<file path="config.mk">
export PLATFORM = sky130hd
export DESIGN_NAME = bitGen
export DESIGN_NICKNAME = d
export VERILOG_FILES = /design/src/bitGenPkg.sv /design/src/tileAddressGen.sv /design/src/glyphShapeRom.sv /design/src/pixelPalette.sv /design/src/bitGen.sv
export SDC_FILE = /design/constraint.sdc
export NUM_CORES = 1
export LEC_CHECK = 0
export BUFFER_PORTS_ARGS = -buffer_cell sky130_fd_sc_hd__buf_2
export CAP_MARGIN = 25
export CORE_ASPECT_RATIO = 0.9
export CORE_MARGIN = 1.5
export CORE_UTILIZATION = 49
export DETAILED_ROUTE_END_ITERATION = 10
export GPL_TIMING_DRIVEN = 0
export PLACE_DENSITY = 0.81
export RECOVER_POWER = 25
export SYNTH_ARGS = -nofsm -noshare
export SYNTH_HDL_FRONTEND = slang
export SYNTH_SLANG_ARGS = --single-unit
</file>
<file path="constraint.sdc">
create_clock -name clk -period 5.9 [get_ports clk]
set_input_delay 1.18 -clock clk [delete_from_list [all_inputs] [get_ports clk]]
set_output_delay 1.18 -clock clk [all_outputs]
set_load 0.005 [all_outputs]
</file>
<file path="src/bitGenPkg.sv">
`default_nettype none

package bitGenPkg;

	// Screen coordinates, tile-map addresses and tile codes share one width
	localparam int coordWidth = 16;

	typedef logic [coordWidth-1:0] coordWord;
	typedef logic [7:0] colorByte;

	// Column plus four times the row inside a 4x4 tile
	typedef logic [3:0] pixelIndex;

	// Tile-map geometry
	localparam int tileShift = 2;
	localparam coordWord tileMapBase = 16'd40000;
	localparam coordWord tilesPerRow = 16'd160;

	// Solid squares
	localparam coordWord glyphBlack = 16'd0;
	localparam coordWord glyphBlue = 16'd1;
	localparam coordWord glyphYellow = 16'd2;

	// First code of each player's seven path glyphs
	localparam coordWord bluePathBase = 16'd3;
	localparam coordWord yellowPathBase = 16'd28;

	// Offset from the path base, in code order
	typedef enum logic [2:0] {
		shapeHorizontal,
		shapeVertical,
		shapeCorner,
		shapeLeftDown,
		shapeLeftUp,
		shapeRightDown,
		shapeRightUp
	} pathShape;

	typedef enum logic [2:0] {
		classBlack,
		classBlue,
		classYellow,
		classBlueEdge,
		classBlueInner,
		classYellowEdge,
		classYellowInner
	} pixelClass;

	// Palette entries with red in index 2, green in 1 and blue in 0
	localparam colorByte [2:0] blueSolid = {8'd0, 8'd0, 8'd255};
	localparam colorByte [2:0] yellowSolid = {8'd255, 8'd255, 8'd0};
	localparam colorByte [2:0] blueEdge = {8'd0, 8'd162, 8'd230};
	localparam colorByte [2:0] blueInner = {8'd156, 8'd219, 8'd230};
	localparam colorByte [2:0] yellowEdge = {8'd255, 8'd201, 8'd14};
	localparam colorByte [2:0] yellowInner = {8'd255, 8'd254, 8'd145};

endpackage

`default_nettype wire

</file>
<file path="src/tileAddressGen.sv">
`timescale 1ns/100ps
`default_nettype none

module tileAddressGen (
	input wire logic clk,
	input wire logic reset,
	input wire logic bright,
	input wire bitGenPkg::coordWord hCount,
	input wire bitGenPkg::coordWord vCount,
	output bitGenPkg::coordWord memAddress,
	output bitGenPkg::pixelIndex posDelayed,
	output logic brightDelayed
);

	bitGenPkg::coordWord tileCol;
	bitGenPkg::coordWord tileRow;
	bitGenPkg::pixelIndex pixelPos;

	// Tile coordinates on the 160-wide tile map
	assign tileCol = hCount >> bitGenPkg::tileShift;
	assign tileRow = vCount >> bitGenPkg::tileShift;

	// Wraps modulo 2^16 like the memory address bus
	assign memAddress = bitGenPkg::tileMapBase + tileCol + tileRow * bitGenPkg::tilesPerRow;

	// Row bits on top give column plus four times the row
	assign pixelPos = {
		vCount[bitGenPkg::tileShift-1:0],
		hCount[bitGenPkg::tileShift-1:0]
	};

	// Memory answers one edge later, so hold position and blanking for one edge too
	always_ff @(posedge clk) begin
		if (reset) begin
			posDelayed <= '0;
			brightDelayed <= 1'b0;
		end else begin
			posDelayed <= pixelPos;
			brightDelayed <= bright;
		end
	end

endmodule

`default_nettype wire

</file>
<file path="src/glyphShapeRom.sv">
`timescale 1ns/100ps
`default_nettype none

module glyphShapeRom (
	input wire bitGenPkg::coordWord memData,
	input wire bitGenPkg::pixelIndex posDelayed,
	output bitGenPkg::pixelClass pixClass
);

	// Last code of each path range
	localparam bitGenPkg::coordWord blueLast =
		bitGenPkg::bluePathBase + bitGenPkg::coordWord'(bitGenPkg::shapeRightUp);
	localparam bitGenPkg::coordWord yellowLast =
		bitGenPkg::yellowPathBase + bitGenPkg::coordWord'(bitGenPkg::shapeRightUp);

	logic isBluePath;
	logic isYellowPath;
	bitGenPkg::coordWord pathOffset;
	bitGenPkg::pathShape shape;
	logic [15:0] shapeMask;
	logic onEdge;

	// Bit i set means in-tile pixel i belongs to the outer edge
	function automatic logic [15:0] edgeMask(input bitGenPkg::pathShape sel);
		logic [15:0] mask;
		case (sel)
			// Top and bottom rows
			bitGenPkg::shapeHorizontal: mask = 16'hF00F;
			// Left and right columns
			bitGenPkg::shapeVertical: mask = 16'h9999;
			// Full border
			bitGenPkg::shapeCorner: mask = 16'hF99F;
			// Top row, right column, bottom-left pixel
			bitGenPkg::shapeLeftDown: mask = 16'h988F;
			// Bottom row, right column, top-left pixel
			bitGenPkg::shapeLeftUp: mask = 16'hF889;
			// Top row, left column, bottom-right pixel
			bitGenPkg::shapeRightDown: mask = 16'h911F;
			// Bottom row, left column, top-right pixel
			bitGenPkg::shapeRightUp: mask = 16'hF119;
			default: mask = 16'h0000;
		endcase
		return mask;
	endfunction

	assign isBluePath = (memData >= bitGenPkg::bluePathBase) && (memData <= blueLast);
	assign isYellowPath = (memData >= bitGenPkg::yellowPathBase) && (memData <= yellowLast);

	always_comb begin
		if (isYellowPath) begin
			pathOffset = memData - bitGenPkg::yellowPathBase;
		end else begin
			pathOffset = memData - bitGenPkg::bluePathBase;
		end
	end

	// Offset is below 7 whenever a path range matched
	assign shape = bitGenPkg::pathShape'(pathOffset[2:0]);
	assign shapeMask = edgeMask(shape);
	assign onEdge = shapeMask[posDelayed];

	always_comb begin
		if (memData == bitGenPkg::glyphBlue) begin
			pixClass = bitGenPkg::classBlue;
		end else if (memData == bitGenPkg::glyphYellow) begin
			pixClass = bitGenPkg::classYellow;
		end else if (isBluePath) begin
			pixClass = onEdge ? bitGenPkg::classBlueEdge : bitGenPkg::classBlueInner;
		end else if (isYellowPath) begin
			pixClass = onEdge ? bitGenPkg::classYellowEdge : bitGenPkg::classYellowInner;
		end else begin
			// Black square, dropped bike codes and anything unknown
			pixClass = bitGenPkg::classBlack;
		end
	end

endmodule

`default_nettype wire

</file>
<file path="src/pixelPalette.sv">
`timescale 1ns/100ps
`default_nettype none

module pixelPalette (
	input wire logic clk,
	input wire logic reset,
	input wire bitGenPkg::pixelClass pixClass,
	input wire logic brightDelayed,
	output bitGenPkg::colorByte vgaRed,
	output bitGenPkg::colorByte vgaGreen,
	output bitGenPkg::colorByte vgaBlue
);

	bitGenPkg::colorByte [2:0] classColor;

	always_comb begin
		case (pixClass)
			bitGenPkg::classBlue: classColor = bitGenPkg::blueSolid;
			bitGenPkg::classYellow: classColor = bitGenPkg::yellowSolid;
			bitGenPkg::classBlueEdge: classColor = bitGenPkg::blueEdge;
			bitGenPkg::classBlueInner: classColor = bitGenPkg::blueInner;
			bitGenPkg::classYellowEdge: classColor = bitGenPkg::yellowEdge;
			bitGenPkg::classYellowInner: classColor = bitGenPkg::yellowInner;
			default: classColor = '0;
		endcase
	end

	// Blanking forces black on the output registers
	always_ff @(posedge clk) begin
		if (reset || !brightDelayed) begin
			vgaRed <= '0;
			vgaGreen <= '0;
			vgaBlue <= '0;
		end else begin
			vgaRed <= classColor[2];
			vgaGreen <= classColor[1];
			vgaBlue <= classColor[0];
		end
	end

endmodule

`default_nettype wire

</file>
<file path="src/bitGen.sv">
`timescale 1ns/100ps
`default_nettype none

module bitGen (
	input wire logic clk,
	input wire logic reset,
	input wire logic bright,
	input wire bitGenPkg::coordWord hCount,
	input wire bitGenPkg::coordWord vCount,
	input wire bitGenPkg::coordWord memData,
	output bitGenPkg::coordWord memAddress,
	output bitGenPkg::colorByte vgaRed,
	output bitGenPkg::colorByte vgaGreen,
	output bitGenPkg::colorByte vgaBlue
);

	bitGenPkg::pixelIndex posDelayed;
	logic brightDelayed;
	bitGenPkg::pixelClass pixClass;

	// Address out now, position and blanking one edge later with memData
	tileAddressGen addrGen (
		.clk(clk),
		.reset(reset),
		.bright(bright),
		.hCount(hCount),
		.vCount(vCount),
		.memAddress(memAddress),
		.posDelayed(posDelayed),
		.brightDelayed(brightDelayed)
	);

	glyphShapeRom shapeRom (
		.memData(memData),
		.posDelayed(posDelayed),
		.pixClass(pixClass)
	);

	// Second edge of the two-cycle pipeline
	pixelPalette palette (
		.clk(clk),
		.reset(reset),
		.pixClass(pixClass),
		.brightDelayed(brightDelayed),
		.vgaRed(vgaRed),
		.vgaGreen(vgaGreen),
		.vgaBlue(vgaBlue)
	);

endmodule

`default_nettype wire

</file>
==> impl_metrics.json <==
{
  "yosys_register_bits": 18,
  "ys_warn_count": 0,
  "crit_required_ps": 4720,
  "io_buffers": 82,
  "async_flop_share_pct": 0,
  "path_max_fanout": 4,
  "seq_area_frac_synth_pct": 16.8,
  "cts_tree": "built",
  "arrival_ps": 4240,
  "grt_max_degree": 11,
  "preCtsSetupSlack_ps": 505,
  "synthCells": 247,
  "route.vias.total": 1963,
  "p_seq_share_pct": 24.1,
  "drive_gt1_share_pct": 35.1,
  "power.share.clock_pct": 18.9,
  "critical_path_class": "primary input to output port",
  "seqCellArea_um2": 360,
  "power.leakage_nw": 1.47,
  "netlist_top_cells_area": "ha_1, dfxtp_1, buf_4, inv_1, xnor2_1",
  "worst_pin_slew_ps": 548,
  "fmax_ghz": 0.184,
  "diodes": 0,
  "viasPerCell": 4.99,
  "clock-sinks": 18,
  "timing.hold.ws_ps": 568,
  "clock_latency_ps": 250,
  "met2_length_um": 2070,
  "power_density_nw_per_um2": 193,
  "area_growth_pct": 24.8,
  "hold_class": "flop to flop",
  "layout_commonest_cell": "buf_2",
  "ir_drop_v": 0.0000969,
  "timing.slew.headroom_pct": 63.1,
  "intPower_mw": 0.330,
  "p_sw_mw": 0.189,
  "sw_frac_of_total_pct": 36.4,
  "cts_setup_buffers": 0,
  "dpl-instance-area_um2": 2640,
  "fin_crit_ps": 5420,
  "syn_avg_cell_area_um2": 8.71,
  "finalInstanceArea_um2": 2690,
  "drtAntennaViolNets": 0,
  "start_kind": "primary input",
  "cp_cell_sequence": "buf_2, ha_1, ha_1, inv_1, fa_1, inv_1, a21oi_1, o21bai_1, xnor2_1, ha_1, inv_1, ha_1, a21oi_1, o21ai_0, a21o_1, a21oi_1, xnor2_1, buf_2",
  "layout_setup_ws_ps": 478,
  "synth_area_leader_cell": "ha_1",
  "wl_met3_um": 316,
  "holdBufCountCts": 0,
  "core_um2": 4160,
  "path_common_cell": "ha_1",
  "multi_input_area_um2": 1550,
  "die_width_um": 72.8,
  "clkSlewWorstSetupHoldPaths_ps": 60,
  "first_global_vias": 1786,
  "gp_congestion": 0.812,
  "drt_iter0_drc": 78,
  "setup_viol": 0,
  "synth_fp_nets": 340,
  "fin_tns_setup_ps": 0,
  "critPathCaptureType": "output port",
  "finalPower_mw": 0.519,
  "htreeDepth": 1,
  "final_cell_mix": "buf_2, ha_1, inv_1",
  "max-clock-path-buffers": 2,
  "r2r_cells": 6,
  "hold_viol": 0,
  "fin_nets": 427,
  "status": "finished clean",
  "slew_violations": 0,
  "top_layer": "met4",
  "synth_edf_count": 0,
  "routed_wl_um": 4280,
  "slowest_delay_ps": 400,
  "met1Wirelength_um": 1880,
  "dieHeight_um": 65.9,
  "netlist_area_um2": 2150,
  "fin_util_pct": 64.6,
  "initial_core_util_pct": 51.7,
  "grt_usage_pct": 18.4,
  "place_inst": 389,
  "worst_hold_path.num_cells": 2,
  "fin_cells": 393,
  "post_drt_wl_per_cell_um": 10.9,
  "cap_viol_max_count": 0,
  "drt-pass1-iter-count": 6,
  "netlist.area_leader.share_pct": 23.3,
  "overflow": 0,
  "rsz0062_at_grt": "false",
  "worst_path_max_delay_cell": "fa_1",
  "numCtsBuffers": 3,
  "grt_first_pass_wirelength_um": 7110,
  "drc_errors": 0,
  "cts_resized": 0,
  "fillers": 376,
  "finalClockSkew_ps": 2.94,
  "synth_cell_types": 49,
  "p_comb_share_pct": 57.0,
  "dieArea_um2": 4800,
  "row_count": 22,
  "antenna_found_initial": 0,
  "clockRootBuffer": "clkbuf_8",
  "ys.flop_type": "dfxtp_1",
  "io_pins": 91,
  "dpl.hpwl_um": 3740,
  "min_period_over_period_pct": 91.9
}
## per-layer routing
| metal | vias up | GRT usage (%) |
|---|---|---|
| met5 | - | 0 |
| met4 | 0 | 1.42 |
| met3 | 4 | 4.88 |
| met2 | 75 | 34.3 |
| met1 | 873 | 21.8 |
| li1 | 1011 | - |
## synth_stat cells (2+ instances only)
master and count:
o21ai_0 9, or2_2 2, o21bai_1 2, and2_1 2
fa_1 2, nand3_1 8, nor2b_1 6, a31oi_1 2
nor3_1 3, xor2_1 6, nor4_4 2, o211ai_1 2
ha_1 40, a21oi_1 18, nand4_1 2, and3_1 4
nand2_1 11, nand2b_1 3, dfxtp_1 18, and2b_2 2
xnor2_1 13, nor2_1 8, inv_1 31, a21o_1 8
nand4b_1 2, o21ai_1 3, buf_4 16
## critical path: cells and delay by family
family | cells | cell delay (ps)
AOI/OAI and AO/OA | 6 | 940
xor gates and xnor gates | 2 | 230
adders and majority gates | 5 | 1460
buffers and inverters | 5 | 420
## area by class of cell
cell class                      count  area share [%]
Multi-Input combinational cell    181            57.7
Timing Repair Buffer               82            15.1
Sequential cell                    18            13.4
Buffer                             16            4.47
Inverter                           32            4.47
Tap cell                           60            2.80
Clock buffer                        4            2.05
## state kept, by name (all words and copies together), names as in the netlist
name and count:
addrGen.brightDelayed 1, palette.vgaRed 1, palette.vgaGreen 7, palette.vgaBlue 5, addrGen.posDelayed 4
## power by group through the flow
stage / Clock [mW] / Combinational (mW) / Sequential, mW
4_1_cts: 0.0995 / 0.299 / 0.125
5_1_grt: 0.103 / 0.334 / 0.125
3_3_place_gp: 0 / 0.289 / 0.128
3_5_place_dp: 0 / 0.296 / 0.128
2_1_floorplan: 0 / 0.198 / 0.127
6_report: 0.0981 / 0.296 / 0.125
## worst paths after layout
path | startpoint | slack, ps | endpoint
setup / recovery | vCount[5] | 480 | memAddress[15]
hold reg to reg | addrGen.brightDelayed$_SDFF_PP0_ | 570 | palette.vgaBlue[3]$_SDFF_PP0_
hold / removal | addrGen.brightDelayed$_SDFF_PP0_ | 570 | palette.vgaBlue[3]$_SDFF_PP0_
setup reg to reg | addrGen.posDelayed[2]$_SDFF_PP0_ | 4150 | palette.vgaGreen[1]$_SDFF_PP0_
## cell families (layout without fill, tap and decap cells)
| kind of cell | Yosys count | after routing | share of synthesized area (%) |
|---|---|---|---|
| buf+inv | 48 | 134 | 11.2 |
| flops | 18 | 18 | 16.8 |
| xor+xnor | 20 | 20 | 8.49 |
| mux | 1 | 1 | 1.05 |
| fa+ha+maj | 42 | 42 | 25.1 |
| compound gates | 55 | 55 | 18.2 |
| simple gates | 63 | 63 | 19.2 |
No activity file was read; power rests on OpenSTA's default activity.
